--- config.mk ---
export PLATFORM = sky130hd
export DESIGN_NAME = eye_tracker_top
export DESIGN_NICKNAME = d
export VERILOG_FILES = /design/src/design/eye_pkg.sv /design/src/design/camera_input.sv /design/src/design/gravity_accum.sv /design/src/design/uart_report.sv /design/src/design/uart_tx.sv /design/src/design/eye_tracker_top.sv
export SDC_FILE = /design/constraint.sdc
export NUM_CORES = 1
export LEC_CHECK = 0
export BUFFER_PORTS_ARGS = -buffer_cell sky130_fd_sc_hd__buf_4
export CORE_MARGIN = 4
export CORE_UTILIZATION = 54
export CTS_BUF_LIST = sky130_fd_sc_hd__clkbuf_4 sky130_fd_sc_hd__clkbuf_8 sky130_fd_sc_hd__clkbuf_16
export DETAILED_ROUTE_END_ITERATION = 6
export PLACE_DENSITY = 0.68
export SLEW_MARGIN = 20
export SYNTH_ARGS = -nofsm -noshare
export SYNTH_HDL_FRONTEND = slang
export SYNTH_SLANG_ARGS = --single-unit
export TNS_END_PERCENT = 20
--- constraint.sdc ---
create_clock -name cclk -period 11.75 [get_ports cclk]
set_input_delay 2.9375 -clock cclk [delete_from_list [all_inputs] [get_ports cclk]]
set_output_delay 2.9375 -clock cclk [all_outputs]
set_load 0.01 [all_outputs]
--- src/design/eye_pkg.sv ---
/*
 * Eye tracker shared definitions
 * Widths, Camera Link polarities, UART bit timing and the types
 * passed between the measurement blocks
 */
package eye_pkg;

    // --------------------
    // Widths
    localparam int PIXEL_WIDTH  = 8;
    localparam int COORD_WIDTH  = 11;   // Up to 2048 pixels per axis
    localparam int SUM_S_WIDTH  = 20;
    localparam int SUM_SX_WIDTH = 28;
    localparam int SUM_SY_WIDTH = 28;

    // --------------------
    // Camera Link sync polarities
    localparam logic FVAL_ACTIVE = 1'b1;
    localparam logic LVAL_ACTIVE = 1'b1;
    localparam logic DVAL_ACTIVE = 1'b0;    // Camera drives DVAL active low

    typedef logic [PIXEL_WIDTH-1:0]  pixel_t;
    typedef logic [COORD_WIDTH-1:0]  coord_t;
    typedef logic [SUM_S_WIDTH-1:0]  sum_s_t;
    typedef logic [SUM_SX_WIDTH-1:0] sum_xy_t;
    typedef logic [7:0]              uart_byte_t;

    // --------------------
    // UART report
    localparam int         BIT_CYCLES    = 16;      // cclk cycles per bit
    localparam uart_byte_t REPORT_HEADER = 8'hA5;
    localparam int         REPORT_BYTES  = 12;      // Header plus 3 + 4 + 4

    // One conditioned camera clock
    typedef struct packed {
        logic   de;
        logic   line_end;
        logic   frame_start;
        logic   frame_end;
        pixel_t pix_l;
        pixel_t pix_r;
    } cam_beat_t;

    typedef struct packed {
        sum_s_t  sum_s;
        sum_xy_t sum_sx;
        sum_xy_t sum_sy;
    } grav_result_t;

    typedef enum logic [1:0] {IDLE, START, DATA, STOP} tx_state_t;

endpackage

--- src/design/camera_input.sv ---
/*
 * Camera Link input conditioning
 * Samples FVAL, LVAL, DVAL and both pixel taps, normalizes the
 * sync polarities and forms the frame and line events
 */
module camera_input (
    input  logic               cclk,
    input  logic               rst_n,
    input  logic               fval,
    input  logic               lval,
    input  logic               dval,
    input  eye_pkg::pixel_t    data_l,
    input  eye_pkg::pixel_t    data_r,
    output eye_pkg::cam_beat_t beat
);
    import eye_pkg::*;

    logic   fval_q;
    logic   lval_q;
    logic   dval_q;
    pixel_t data_l_q;
    pixel_t data_r_q;
    logic   frame_act;
    logic   line_act;
    logic   data_act;
    logic   frame_prev;
    logic   line_prev;

    // --------------------
    // Input sampling
    always_ff @(posedge cclk or negedge rst_n) begin
        if (!rst_n) begin
            fval_q <= ~FVAL_ACTIVE;     // Syncs start out inactive
            lval_q <= ~LVAL_ACTIVE;
            dval_q <= ~DVAL_ACTIVE;
        end else begin
            fval_q <= fval;
            lval_q <= lval;
            dval_q <= dval;
        end
    end

    always_ff @(posedge cclk) begin
        data_l_q <= data_l;
        data_r_q <= data_r;
    end

    assign frame_act = (fval_q == FVAL_ACTIVE);
    assign line_act  = (lval_q == LVAL_ACTIVE);
    assign data_act  = (dval_q == DVAL_ACTIVE);

    // Previous levels for the edge events
    always_ff @(posedge cclk or negedge rst_n) begin
        if (!rst_n) begin
            frame_prev <= 1'b0;
            line_prev  <= 1'b0;
        end else begin
            frame_prev <= frame_act;
            line_prev  <= line_act;
        end
    end

    // --------------------
    // Beat output
    always_comb begin
        beat.de          = frame_act & line_act & data_act;
        beat.line_end    = line_prev & ~line_act;       // Falling edge of line
        beat.frame_start = frame_act & ~frame_prev;
        beat.frame_end   = frame_prev & ~frame_act;
        beat.pix_l       = data_l_q;
        beat.pix_r       = data_r_q;
    end

endmodule

--- src/design/gravity_accum.sv ---
/*
 * Pupil centroid accumulation
 * Tracks pixel coordinates, marks dark pixels on both taps and sums
 * count, x and y per frame. Latches the sums at frame end when the
 * report path is free, otherwise the frame is dropped
 */
module gravity_accum (
    input  logic                  cclk,
    input  logic                  rst_n,
    input  eye_pkg::cam_beat_t    beat,
    input  eye_pkg::pixel_t       threshold,
    input  logic                  report_busy,
    output eye_pkg::grav_result_t result,
    output logic                  report_start
);
    import eye_pkg::*;

    typedef logic [COORD_WIDTH:0] step_t;   // Coordinate sum of one beat

    logic [COORD_WIDTH-2:0] col;            // Beat index within a line
    logic [COORD_WIDTH-2:0] col_base;
    coord_t                 row;
    coord_t                 row_base;
    coord_t                 x_l;
    coord_t                 x_r;
    logic                   dark_l;
    logic                   dark_r;
    logic                   take;
    logic [1:0]             cnt_add;
    step_t                  x_add;
    step_t                  y_add;
    sum_s_t                 acc_s;
    sum_s_t                 acc_s_next;
    sum_xy_t                acc_sx;
    sum_xy_t                acc_sx_next;
    sum_xy_t                acc_sy;
    sum_xy_t                acc_sy_next;

    // --------------------
    // Pixel coordinates
    assign col_base = (beat.frame_start || beat.line_end) ? '0 : col;
    assign row_base = beat.frame_start ? '0 : row;
    assign x_l      = {col_base, 1'b0};
    assign x_r      = {col_base, 1'b1};

    always_ff @(posedge cclk or negedge rst_n) begin
        if (!rst_n) begin
            col <= '0;
            row <= '0;
        end else begin
            col <= beat.de ? col_base + 1'b1 : col_base;
            if (beat.frame_start) begin
                row <= '0;
            end else if (beat.line_end) begin
                row <= row + 1'b1;
            end
        end
    end

    // Dark test on both taps
    assign dark_l = beat.de && (beat.pix_l <= threshold);
    assign dark_r = beat.de && (beat.pix_r <= threshold);

    always_comb begin
        cnt_add = {1'b0, dark_l} + {1'b0, dark_r};
        x_add   = '0;
        y_add   = '0;
        if (dark_l) begin
            x_add = x_add + step_t'(x_l);
            y_add = y_add + step_t'(row_base);
        end
        if (dark_r) begin
            x_add = x_add + step_t'(x_r);
            y_add = y_add + step_t'(row_base);
        end
    end

    // --------------------
    // Accumulators, restarted by frame_start
    always_comb begin
        if (beat.frame_start) begin
            acc_s_next  = sum_s_t'(cnt_add);
            acc_sx_next = sum_xy_t'(x_add);
            acc_sy_next = sum_xy_t'(y_add);
        end else begin
            acc_s_next  = acc_s + sum_s_t'(cnt_add);
            acc_sx_next = acc_sx + sum_xy_t'(x_add);
            acc_sy_next = acc_sy + sum_xy_t'(y_add);
        end
    end

    always_ff @(posedge cclk or negedge rst_n) begin
        if (!rst_n) begin
            acc_s  <= '0;
            acc_sx <= '0;
            acc_sy <= '0;
        end else begin
            acc_s  <= acc_s_next;
            acc_sx <= acc_sx_next;
            acc_sy <= acc_sy_next;
        end
    end

    // --------------------
    // Frame end hand-off
    assign take = beat.frame_end && !report_busy;   // Busy report drops this frame

    always_ff @(posedge cclk or negedge rst_n) begin
        if (!rst_n) begin
            report_start <= 1'b0;
        end else begin
            report_start <= take;
        end
    end

    always_ff @(posedge cclk) begin
        if (take) begin
            result.sum_s  <= acc_s_next;
            result.sum_sx <= acc_sx_next;
            result.sum_sy <= acc_sy_next;
        end
    end

endmodule

--- src/design/uart_report.sv ---
/*
 * Centroid report sequencer
 * Sends the header byte and the three frame sums, most significant
 * byte first, one byte per free transmitter slot
 */
module uart_report (
    input  logic                  cclk,
    input  logic                  rst_n,
    input  eye_pkg::grav_result_t result,
    input  logic                  report_start,
    input  logic                  tx_busy,
    output logic                  report_busy,
    output eye_pkg::uart_byte_t   tx_data,
    output logic                  tx_load
);
    import eye_pkg::*;

    typedef logic [$clog2(REPORT_BYTES + 1)-1:0] byte_idx_t;

    byte_idx_t                 byte_idx;    // Next byte to issue
    logic [REPORT_BYTES*8-1:0] report_vec;
    logic                      tx_free;
    logic                      all_sent;

    // --------------------
    // Report layout, header in the top byte
    assign report_vec = {
        REPORT_HEADER,
        {(24 - SUM_S_WIDTH){1'b0}},  result.sum_s,     // 3 bytes
        {(32 - SUM_SX_WIDTH){1'b0}}, result.sum_sx,    // 4 bytes
        {(32 - SUM_SY_WIDTH){1'b0}}, result.sum_sy     // 4 bytes
    };

    // Transmitter idle and no load still in flight
    assign tx_free  = report_busy && !tx_busy && !tx_load;
    assign all_sent = (byte_idx == byte_idx_t'(REPORT_BYTES));

    // --------------------
    // Byte sequencing
    always_ff @(posedge cclk or negedge rst_n) begin
        if (!rst_n) begin
            report_busy <= 1'b0;
            byte_idx    <= '0;
            tx_load     <= 1'b0;
        end else begin
            tx_load <= 1'b0;
            if (report_start) begin
                report_busy <= 1'b1;
                byte_idx    <= '0;
            end else if (tx_free) begin
                if (all_sent) begin
                    report_busy <= 1'b0;    // Last stop bit done
                end else begin
                    tx_load  <= 1'b1;
                    byte_idx <= byte_idx + 1'b1;
                end
            end
        end
    end

    // Byte select
    always_ff @(posedge cclk) begin
        if (tx_free && !all_sent) begin
            tx_data <= report_vec[(REPORT_BYTES - 1 - int'(byte_idx)) * 8 +: 8];
        end
    end

endmodule

--- src/design/uart_tx.sv ---
/*
 * UART transmitter
 * One 8N1 frame per load, LSB first, bit period counted in cclk
 */
module uart_tx (
    input  logic                cclk,
    input  logic                rst_n,
    input  eye_pkg::uart_byte_t tx_data,
    input  logic                tx_load,
    output logic                tx_busy,
    output logic                uart_txd
);
    import eye_pkg::*;

    typedef logic [$clog2(BIT_CYCLES)-1:0] bit_cnt_t;

    tx_state_t  state;
    bit_cnt_t   bit_cnt;        // Cycles within the current bit
    logic [2:0] bit_idx;
    uart_byte_t shift_q;
    logic       bit_done;

    assign bit_done = (bit_cnt == bit_cnt_t'(BIT_CYCLES - 1));
    assign tx_busy  = (state != IDLE);

    // --------------------
    // Frame FSM
    always_ff @(posedge cclk or negedge rst_n) begin
        if (!rst_n) begin
            state    <= IDLE;
            bit_cnt  <= '0;
            bit_idx  <= '0;
            uart_txd <= 1'b1;   // Line idles high
        end else begin
            bit_cnt <= bit_done ? '0 : bit_cnt + 1'b1;
            case (state)
                IDLE: begin
                    bit_cnt <= '0;
                    if (tx_load) begin
                        state    <= START;
                        uart_txd <= 1'b0;
                    end
                end
                START: begin
                    if (bit_done) begin
                        state    <= DATA;
                        bit_idx  <= '0;
                        uart_txd <= shift_q[0];
                    end
                end
                DATA: begin
                    if (bit_done) begin
                        if (bit_idx == 3'd7) begin
                            state    <= STOP;
                            uart_txd <= 1'b1;
                        end else begin
                            bit_idx  <= bit_idx + 1'b1;
                            uart_txd <= shift_q[0];
                        end
                    end
                end
                default: begin
                    if (bit_done) state <= IDLE;    // End of stop bit
                end
            endcase
        end
    end

    // Data shifter, next bit always in bit 0
    always_ff @(posedge cclk) begin
        if (state == IDLE && tx_load) begin
            shift_q <= tx_data;
        end else if (bit_done && (state == START || state == DATA)) begin
            shift_q <= shift_q >> 1;
        end
    end

endmodule

--- src/design/eye_tracker_top.sv ---
/*
 * Eye tracker measurement path
 * Camera Link input, pupil centroid sums and the UART report,
 * all in the camera clock domain
 */
module eye_tracker_top (
    input  logic            cclk,
    input  logic            rst_n,
    input  logic            fval,
    input  logic            lval,
    input  logic            dval,
    input  eye_pkg::pixel_t data_l,
    input  eye_pkg::pixel_t data_r,
    input  eye_pkg::pixel_t threshold,
    output logic            uart_txd
);
    import eye_pkg::*;

    cam_beat_t    beat;
    grav_result_t result;
    logic         report_start;
    logic         report_busy;
    uart_byte_t   tx_data;
    logic         tx_load;
    logic         tx_busy;

    // --------------------
    // Camera side
    camera_input u_camera_input (
        .cclk   (cclk),
        .rst_n  (rst_n),
        .fval   (fval),
        .lval   (lval),
        .dval   (dval),
        .data_l (data_l),
        .data_r (data_r),
        .beat   (beat)
    );

    gravity_accum u_gravity_accum (
        .cclk         (cclk),
        .rst_n        (rst_n),
        .beat         (beat),
        .threshold    (threshold),
        .report_busy  (report_busy),
        .result       (result),
        .report_start (report_start)
    );

    // --------------------
    // Report side
    uart_report u_uart_report (
        .cclk(cclk), .rst_n(rst_n), .result(result), .report_start(report_start),
        .tx_busy(tx_busy), .report_busy(report_busy), .tx_data(tx_data), .tx_load(tx_load)
    );

    uart_tx u_uart_tx (
        .cclk(cclk), .rst_n(rst_n), .tx_data(tx_data), .tx_load(tx_load),
        .tx_busy(tx_busy), .uart_txd(uart_txd)
    );

endmodule

* Yosys cells after proc, flatten, opt, wreduce, memory -nomap -nowiden
Index checks and enable logic that the tools add are counted.
** Operators by class
- $add $sub $neg :: 12
- $lt $le $gt $ge :: 2
- Eq/ne operators :: 11
- Shift operators :: 1
- Multiplexer cells :: 40
- Bitwise logic cells :: 9
- Reductions and logical operators :: 28
** Operator list (number)
- 96-bit by 32-bit variable part select with 8-bit output :: 1
- 28-bit by 12-bit adder with 28-bit output :: 2
- 28-bit 2-to-1 mux :: 2
- 11-bit 2-to-1 mux :: 5
- 11-bit by 11-bit adder with 12-bit output :: 2
- 12-bit 2-to-1 mux :: 2
- 20-bit by 2-bit adder with 20-bit output :: 1
- 10-bit 2-to-1 mux :: 2
- 20-bit 2-to-1 mux :: 1
- 4-bit 2-to-1 mux :: 5
- 8-bit <= comparator :: 2
- 8-bit 2-to-1 mux :: 2
- 2-bit nonzero test :: 7
- 11-bit by 1-bit adder with 11-bit output (second input constant) :: 1
- 10-bit by 1-bit adder with 10-bit output (second input constant) :: 1
- 1-bit 2-to-1 mux :: 10
- 2-bit 2-to-1 mux :: 5
- 3-bit 2-to-1 mux :: 3
- 4-bit by 1-bit adder with 4-bit output (second input constant) :: 2
- 4-bit == test (second input constant) :: 2
- 1-bit logical AND :: 8
- 4-bit AND reduction :: 2
- 2-bit by 1-bit != test with 1-bit output (second input constant) :: 3
- 2-bit != test (second input constant) :: 3
- 17 further kinds :: 29
** Storage, ports and cells
- Register bits :: 227
- Input port bits :: 29
- Output and inout bits :: 1

* Depth between registers and ports, before layout
Gate-level depths: netlist of run 1.
- Depth in word-level cells :: 9
- Gate-level depth with buffers :: 17
- Mapped depth without buffers :: 16

* Hierarchy
A second synthesis of run 1 with hierarchy kept.
** Unflattened totals
- Cell total of the unflattened synthesis :: 990
- Area total of the unflattened synthesis :: 11342.1 µm²
** Modules (own cells, without submodules)
- gravity_accum :: instances 1, cells an instance 770, area each 8645.8 µm², seq. area each 4734.5 µm²
- uart_report :: instances 1, cells an instance 114, area each 1228.7 µm², seq. area each 390.4 µm²
- uart_tx :: instances 1, cells an instance 81, area each 993.5 µm², seq. area each 491.7 µm²
- camera_input :: instances 1, cells an instance 25, area each 474.2 µm², seq. area each 446.7 µm²

* Least setup slack after synthesis of run 1
OpenSTA, ideal clock, no wires.
- Path kind :: register to register
- From :: register u_camera_input.fval_q, in the netlist u_camera_input.frame_act
- To :: register u_gravity_accum.report_start
- Setup time :: 0.694 ns
- Arrival :: 6.014 ns
- Setup slack :: 5.042 ns
- Cell stages (with the launch flop) :: 2
- Clock period less this slack :: 6.708 ns
- Path through :: dfrtp_1 -> nor3b_1
** On the way
- Cells in the longest elaborated chain, start to end :: 3
** Ends and longest elaborated chain
- start, declared :: line camera_input.sv:18 : logic fval_q;
- start signal, assigned :: line camera_input.sv:33 : fval_q <= ~FVAL_ACTIVE;
- start signal, assigned :: line camera_input.sv:37 : fval_q <= fval;
- 1-bit NOT :: line camera_input.sv:69 : beat.frame_end = frame_prev & ~frame_act;
- 1-bit AND :: line camera_input.sv:69
- 1-bit logical AND :: line gravity_accum.sv:106 : assign take = beat.frame_end && !report_busy;
- named net u_gravity_accum.take :: line gravity_accum.sv:28 : logic take;
- end signal, assigned :: line gravity_accum.sv:112 : report_start <= take;
- end, declared :: line gravity_accum.sv:14 : output logic report_start
The timed path passes the listed nets, and every way through them passes these cells.
A chain may end at the register's enable or synchronous reset.

* Final worst setup path of run 1
- From :: input port threshold[6]
- To :: register u_gravity_accum.result[49] (netlist name)
** On the way
- Cells in the longest elaborated chain, start to end :: 7
** Ends and longest elaborated chain
- start, declared :: line eye_tracker_top.sv:14 : input eye_pkg::pixel_t threshold,
- 8-bit <= comparator :: line gravity_accum.sv:61 : assign dark_l = beat.de && (beat.pix_l <= threshold);
- 1-bit logical AND :: line gravity_accum.sv:61
- 11-bit 2-to-1 mux :: line gravity_accum.sv:68 : if (dark_l) begin
- 11-bit by 11-bit adder with 12-bit output :: line gravity_accum.sv:73 : x_add = x_add + step_t'(x_r);
- 12-bit 2-to-1 mux * :: line gravity_accum.sv:72 : if (dark_r) begin
- 28-bit by 12-bit adder with 28-bit output * :: line gravity_accum.sv:87 : acc_sx_next = acc_sx + sum_xy_t'(x_add);
- 28-bit 2-to-1 mux * :: line gravity_accum.sv:81 : if (beat.frame_start) begin
- named net u_gravity_accum.acc_sx_next[21] :: line gravity_accum.sv:35 : sum_xy_t acc_sx_next;
Mark *: on every way through the listed nets, which the timed path passes. The rest lies on a longest branch.

==> results of run 1 <==
routing by layer:
metal	track usage, %	vias up	routed length (um)	part of all wire (%)
met2	33.1	146	10400	47
li1	-	3650	-	-
met4	4.81	0	507	2.3
met1	30.0	3575	10400	47
met3	2.84	32	995	4.4
met5	0	-	0	0
path summary, 6_finish.rpt:
path                                            start                         end  slack, ns  depth (start not counted)
setup / recovery                         threshold[6]  u_gravity_accum.result[49]       4.89                         16
hold / removal                u_camera_input.line_act    u_camera_input.line_prev       0.43                          0
setup reg to reg           u_camera_input.data_r_q[3]  u_gravity_accum.result[49]       7.17                         14
hold reg to reg               u_camera_input.line_act    u_camera_input.line_prev       0.43                          0
max in group asynchronous                       rst_n      u_gravity_accum.row[0]       7.94                          2
min in group asynchronous                       rst_n        u_uart_tx.bit_idx[1]       2.45                          1
logic make-up after synthesis:
| kind of cell | after synthesis | synth area share [%] |
|---|---|---|
| flops | 227 | 55.1 |
| buf+inv | 81 | 2.89 |
| fa+ha+maj | 58 | 6.79 |
| compound gates | 183 | 10.8 |
| mux | 34 | 4.37 |
| xor+xnor | 66 | 5.25 |
| simple gates | 351 | 14.8 |
final cells by class:
class,count,area (um^2),share of cell area (%)
Clock buffer,31,683,5.52
Clock inverter,14,200,1.62
Inverter,45,169,1.37
Multi-Input combinational cell,692,4650,37.6
Sequential cell,227,6060,49.0
Tap cell,265,332,2.68
Timing Repair Buffer,36,270,2.19
Yosys cell counts, types with 4 or more instances:
cell type / instances / area (um^2)
dfrtp_1: 117 / 2930
a31oi_1: 9 / 56.3
inv_1: 43 / 161
a22o_1: 7 / 61.3
a32oi_1: 4 / 35.0
o21ai_1: 10 / 50.1
a221oi_1: 5 / 43.8
mux4_2: 10 / 225
dfxtp_1: 16 / 320
buf_2: 5 / 25.0
nand3_1: 31 / 155
nor2b_1: 11 / 68.8
o21a_1: 9 / 67.6
a211oi_1: 14 / 105
edfxtp_1: 92 / 2760
nor3_1: 23 / 115
clkbuf_1: 24 / 90.1
o22ai_1: 18 / 113
and3_1: 13 / 81.3
o21ai_0: 21 / 105
a21o_1: 14 / 105
or3_1: 5 / 31.3
a21oi_1: 45 / 225
o211ai_1: 5 / 37.5
nor4_1: 4 / 25.0
o21bai_1: 6 / 45.0
xnor2_1: 36 / 315
nand4_1: 19 / 119
buf_1: 5 / 18.8
a31o_1: 5 / 43.8
xor2_1: 30 / 263
nand2_1: 96 / 360
and2_1: 5 / 31.3
mux2_2: 13 / 146
nand2b_1: 11 / 68.8
ha_1: 55 / 688
mux2i_1: 11 / 110
nor2_1: 118 / 443
worst register-to-register path, cell delays in order (launching register included):
cell and delay, ns:
dfxtp_1 0.30, ha_1 0.28, a21o_1 0.16, a22oi_1 0.17, a31oi_1 0.11, a21oi_1 0.34, nand3_1 0.58, o22ai_1 0.40
ha_1 0.23, a21oi_1 0.12, a21oi_1 0.29, nand2b_1 0.10, o21ai_1 0.80, a31oi_1 0.18, a41o_1 0.25
per-stage QoR:
step	utilization (%)	hold WS [ns]	std cells	power, uW
after detailed placement	58.0	0.431	1265	1420
after floorplan	-	0.399	1000	1300
after global placement	58.0	0.421	1265	1420
after global routing	62.5	0.472	1310	2350
after CTS	62.5	0.443	1310	2260
final	62.5	0.434	1310	2240
sequential cells by signal, indices dropped and copies added, names as in the netlist, 2 cells and up:
signal and flops:
u_camera_input.data_r_q 8, u_gravity_accum.acc_sy 28, u_uart_tx.bit_cnt 4, u_gravity_accum.acc_sx 28, u_uart_tx.state 2, u_gravity_accum.result 76, u_gravity_accum.acc_s 20, u_gravity_accum.row 11
u_camera_input.data_l_q 8, u_uart_report.tx_data 8, u_uart_tx.bit_idx 3, u_uart_tx.shift_q 8, u_uart_report.byte_idx 4, u_gravity_accum.col 10
where the power goes:
| group | internal (uW) | switching (uW) |
|---|---|---|
| Clock | 521 | 309 |
| Sequential | 918 | 43.2 |
| Combinational | 178 | 265 |
| Total | 1620 | 618 |
==> flow_metrics.tcl, run 1 <==
set metrics [dict create \
    ios 30 \
    synth.cell_area_mm2 0.0110 \
    critPathCaptureType "flip-flop" \
    grt_setup_unrepaired "no" \
    finalSetupViolCount 0 \
    synth_edf_count 92 \
    crit_slowest_cell "o21ai_1" \
    cts_tree "yes" \
    synth.distinct_cells 59 \
    grt_max_degree 79 \
    drive_above_1_share_pct 10.7 \
    path_cells "buf_4 > inv_1 > ha_1 > a21o_1 > a22oi_1 > a31oi_1 > a21oi_1 > nand3_1 > o22ai_1 > ha_1 > a21oi_1 > a21oi_1 > nand2b_1 > o21ai_1 > a31oi_1 > a41o_1" \
    diodes 0 \
    area_delta_synth_final_pct 12.3 \
    clk_latency_ns 0.51 \
    synth.ff_latch_count 227 \
    crit_path_frequent_cell "a21oi_1" \
    die_h_um 151 \
    fmax_mhz 146 \
    postCtsSetupBuffers 0 \
    cts_buffer_depth 3 \
    max_stage_delay_ns 0.80 \
    start_util_pct 55.7 \
    slew_viol_final 0 \
    ctsHoldBuffers 0 \
    rows 51 \
    p_leak_uw 0.00526 \
    worstSetupPathType "input pin to flip-flop" \
    postSynthCellCount 1000 \
    globalplace.congestion 0.837 \
    drc 0 \
    hpwl_um 15300 \
    port_buffers 29 \
    fin_crit_sh_pct 58.4 \
    ys_async_sr_fraction_pct 52.4 \
    preCtsSetupSlack_ns 4.39 \
    avgSynthCellArea_um2 11.0 \
    fin_crit_ns 6.86 \
    hold_viol_final 0 \
    cp_data_required_time_ns 12.02 \
    tightest_slew_ns 1.02 \
    first_pass_iters 6 \
    antenna_found_initial 0 \
    fillers 1619 \
    yosys_warnings 0 \
    cap_violations 0 \
    path_max_fanout 18 \
    detail_route.vias_per_cell 5.65 \
    wl_per_cell_um 17.1 \
    arrival_ns 7.13 \
    seq_area_frac_synth_pct 55.1 \
    cts-root-buf "clkbuf_16" \
    final_cell_mix "117 x nor2_1, 117 x dfrtp_1, 96 x nand2_1" \
    overflow 0 \
    grt_pass1_wl_um 37400 \
    hp-class "flip-flop to flip-flop" \
    critPathLaunchType "input pin" \
    cts.clk_slew.worst_paths_ns 0.06 \
    ant_nets 0 \
    postSynthNetCount 1087 \
    dpl_cell_area_mm2 0.0115 \
    die_x_um 151 \
    p_per_area_mw_per_mm2 181 \
    htreeDepth 1 \
    vias 7403 \
    path_buf_inv 2 \
    clock_skew_ns 0.0121 \
    synth_ff_type "dfrtp_1" \
    status "completed" \
    dieArea_mm2 0.0227 \
    maxSlewHeadroom_pct 31.7 \
    nNetsFinal 1114 \
    drt_iter0_drc 407 \
    grt_usage_pct 20.6 \
    clock-sinks 227 \
    fin_ws_ns 4.89 \
    ir_drop_v 0.000147 \
    wl_um 22400 \
    fp.coreArea_mm2 0.0198 \
    fin_setup_tns_ns 0 \
    post-route-cell-area_mm2 0.0124 \
    first_global_vias 7292 \
    post_cts_resized 0 \
    numCtsBuffers 25 \
    crit_family "compound AO/OA/AOI/OAI gates" \
]
(Power assumes the default switching activity.)
==> inputs of run 2 (changes only) <==
==> constraint.sdc (replaced) <==
create_clock -name cclk -period 6.5 [get_ports cclk]
set_input_delay 1.625 -clock cclk [delete_from_list [all_inputs] [get_ports cclk]]
set_output_delay 1.625 -clock cclk [all_outputs]
set_load 0.01 [all_outputs]
==> run 2 against run 1 <==
Compared with the run above:
- clock skew shrank 0.0018 ns
- flip-flop and latch count is the same
- sequential share of layout area up 0.27 points
- critical path depth stayed put
- global-route usage decreased by 0.10 points
- hold slack worse by 0.0013 ns
- die area unchanged
- register-to-register slack got worse by 5.3 ns
- power rose by 74%
- final cell count rose by 0.23%
- critical endpoint is now u_gravity_accum.result[27]
==> flow_metrics.tcl, run 2 (synthesis gave the netlist of run 1 again) <==
set metrics [dict create \
    seq_power_share_pct 44.8 \
    slew_viol_final 0 \
    htreeDepth 1 \
    final_util_pct 62.2 \
    clkPwrFrac_pct 34.6 \
    top_register "u_gravity_accum.result" \
    dp_cells 1268 \
    grt_setup_unrepaired "no" \
    p_leak_uw 0.00524 \
    maxSlewHeadroom_pct 29.6 \
    fin_crit_sh_pct 85.6 \
    critPathCaptureType "flip-flop" \
    fp.coreArea_mm2 0.0198 \
    arrival_ns 5.90 \
    post_cts_resized 0 \
    fin_setup_tns_ns 0 \
    grt_usage_pct 20.5 \
    crit_family "compound AO/OA/AOI/OAI gates" \
    worstSetupPathType "input pin to flip-flop" \
    diodes 0 \
    hpwl_um 15500 \
    dieArea_mm2 0.0227 \
    tightest_slew_ns 1.06 \
    swShare_pct 28.3 \
    grt_pass1_wl_um 37200 \
    nNetsFinal 1117 \
    path_depth 16 \
    rows 51 \
    crit_slowest_cell "nand3_1" \
    top_regs "u_gravity_accum.result (76), u_gravity_accum.acc_sx (28), u_gravity_accum.acc_sy (28)" \
    fmax_mhz 180 \
    die_x_um 151 \
    antenna_found_initial 0 \
    cap_violations 0 \
    drive_above_1_share_pct 10.9 \
    die_h_um 151 \
    hold_viol_final 0 \
    startpoint "threshold[3]" \
    wl_per_cell_um 17.4 \
    first_global_vias 7238 \
    grt_max_degree 79 \
    path_buf_inv 2 \
    clk_latency_ns 0.51 \
    final_cell_mix "118 x nor2_1, 117 x dfrtp_1, 96 x nand2_1" \
    finalSetupViolCount 0 \
    min_from "u_camera_input.line_act" \
    start_util_pct 55.7 \
    numCtsBuffers 25 \
    ctsHoldBuffers 0 \
    path_cells "buf_4 > inv_1 > ha_1 > a21o_1 > a21oi_1 > a21oi_1 > o21ai_1 > nand3_1 > o22ai_1 > ha_1 > a2111oi_0 > o21ai_1 > a21oi_1 > nor2_1 > nand4_1 > mux2i_1" \
    fin_crit_ns 5.56 \
    p_total_uw 3890 \
    vias 7415 \
    cp_data_required_time_ns 6.84 \
    path_max_fanout 18 \
    ios 30 \
    internal-power_uw 2790 \
    detail_route.vias_per_cell 5.65 \
    drt_iter0_drc 478 \
    clock_skew_ns 0.0103 \
    cts_buffer_depth 3 \
    cts_tree "yes" \
    drc 0 \
    ir_drop_v 0.000220 \
    r2r_setup_slack_ns 1.89 \
    min_path_cells 0 \
    wl_um 22800 \
    ant_nets 0 \
    area_delta_synth_final_pct 11.7 \
    rr_startpoint "u_camera_input.data_l_q[3]" \
    crit_path_frequent_cell "a21oi_1" \
    final_common_cell "nor2_1" \
    hp-class "flip-flop to flip-flop" \
    clock-sinks 227 \
    power.share.combinational_pct 20.7 \
    first_pass_iters 5 \
    cts-root-buf "clkbuf_16" \
    port_buffers 29 \
    p_sw_uw 1100 \
    p_per_area_mw_per_mm2 317 \
    instances_no_fill 1313 \
    ff2ff_path_depth 14 \
    critPathLaunchType "input pin" \
    globalplace.congestion 0.842 \
    r2r-end "u_gravity_accum.result[27]" \
    overflow 0 \
    status "completed" \
    max_stage_delay_ns 0.58 \
    postCtsSetupBuffers 0 \
    cts.clk_slew.worst_paths_ns 0.06 \
    largest_register_ffs 76 \
    min_to "u_camera_input.line_prev" \
]
-- run 2: cell count changes in the layout (fill, tap and decap cells not counted) --
| cell | previous run | this run |
|---|---|---|
| buf_4 | 36 | 39 |
| bufinv_16 | 5 | 0 |
| clkbuf_4 | 4 | 14 |
| clkbuf_8 | 2 | 3 |
| clkinv_2 | 6 | 1 |
| clkinv_4 | 1 | 0 |
| nor2_1 | 117 | 118 |
| nor2_2 | 1 | 0 |
| nor3b_2 | 1 | 0 |
| nor3b_4 | 0 | 1 |
-- run 2: area by class of cell --
type | instances | area, um^2
Multi-Input combinational cell | 692 | 4650
Tap cell | 265 | 332
Fill cell | 1625 | 7480
Timing Repair Buffer | 39 | 293
Inverter | 45 | 169
Sequential cell | 227 | 6060
Clock inverter | 3 | 16.3
Clock buffer | 42 | 772
-- run 2: worst max path at each step --
stage | endpoint | slack, ns
final | u_gravity_accum.result[27] | 0.94
after global routing | u_gravity_accum.result[49] | 0.54
after CTS | u_gravity_accum.result[27] | 1.0
after detailed placement | u_gravity_accum.result[27] | 0.48
after global placement | u_gravity_accum.result[27] | 0.56
after floorplan | u_gravity_accum.result[25] | 1.41
-- run 2: power groups by stage --
| stage | Clock, uW | Combinational (uW) | Sequential [uW] |
|---|---|---|---|
| finish | 1350 | 805 | 1740 |
| global route | 1430 | 895 | 1760 |
| CTS | 1370 | 814 | 1740 |
| detailed placement | 0 | 812 | 1770 |
| global placement | 0 | 795 | 1760 |
| floorplan | 0 | 609 | 1730 |
-- run 2: metal layers --
layer  vias up  wire length, um  track usage (%)  part of all wire (%)
met2       160            10800             33.6                    47
met3        34              929             2.63                   4.1
li1       3648                -                -                     -
met4         0              514             4.90                   2.3
met5         -                0                0                     0
met1      3573            10600             29.4                    47
-- run 2: worst register-to-register path, cell delays in order (launching register included) --
cell and delay, ns:
dfxtp_1 0.31, ha_1 0.29, a21o_1 0.16, a21oi_1 0.13, a21oi_1 0.08, o21ai_1 0.37, nand3_1 0.58, o22ai_1 0.45
ha_1 0.35, a2111oi_0 0.42, o21ai_1 0.20, a21oi_1 0.50, nor2_1 0.20, nand4_1 0.16, mux2i_1 0.23
-- run 2: per-stage QoR --
stage,worst slack (ns),area (um^2),hold WS [ns]
detailed placement,0.483,11500,0.427
CTS,0.999,12300,0.438
finish,0.935,12300,0.433
global placement,0.562,11500,0.421
global route,0.539,12300,0.476
floorplan,1.41,11000,0.399
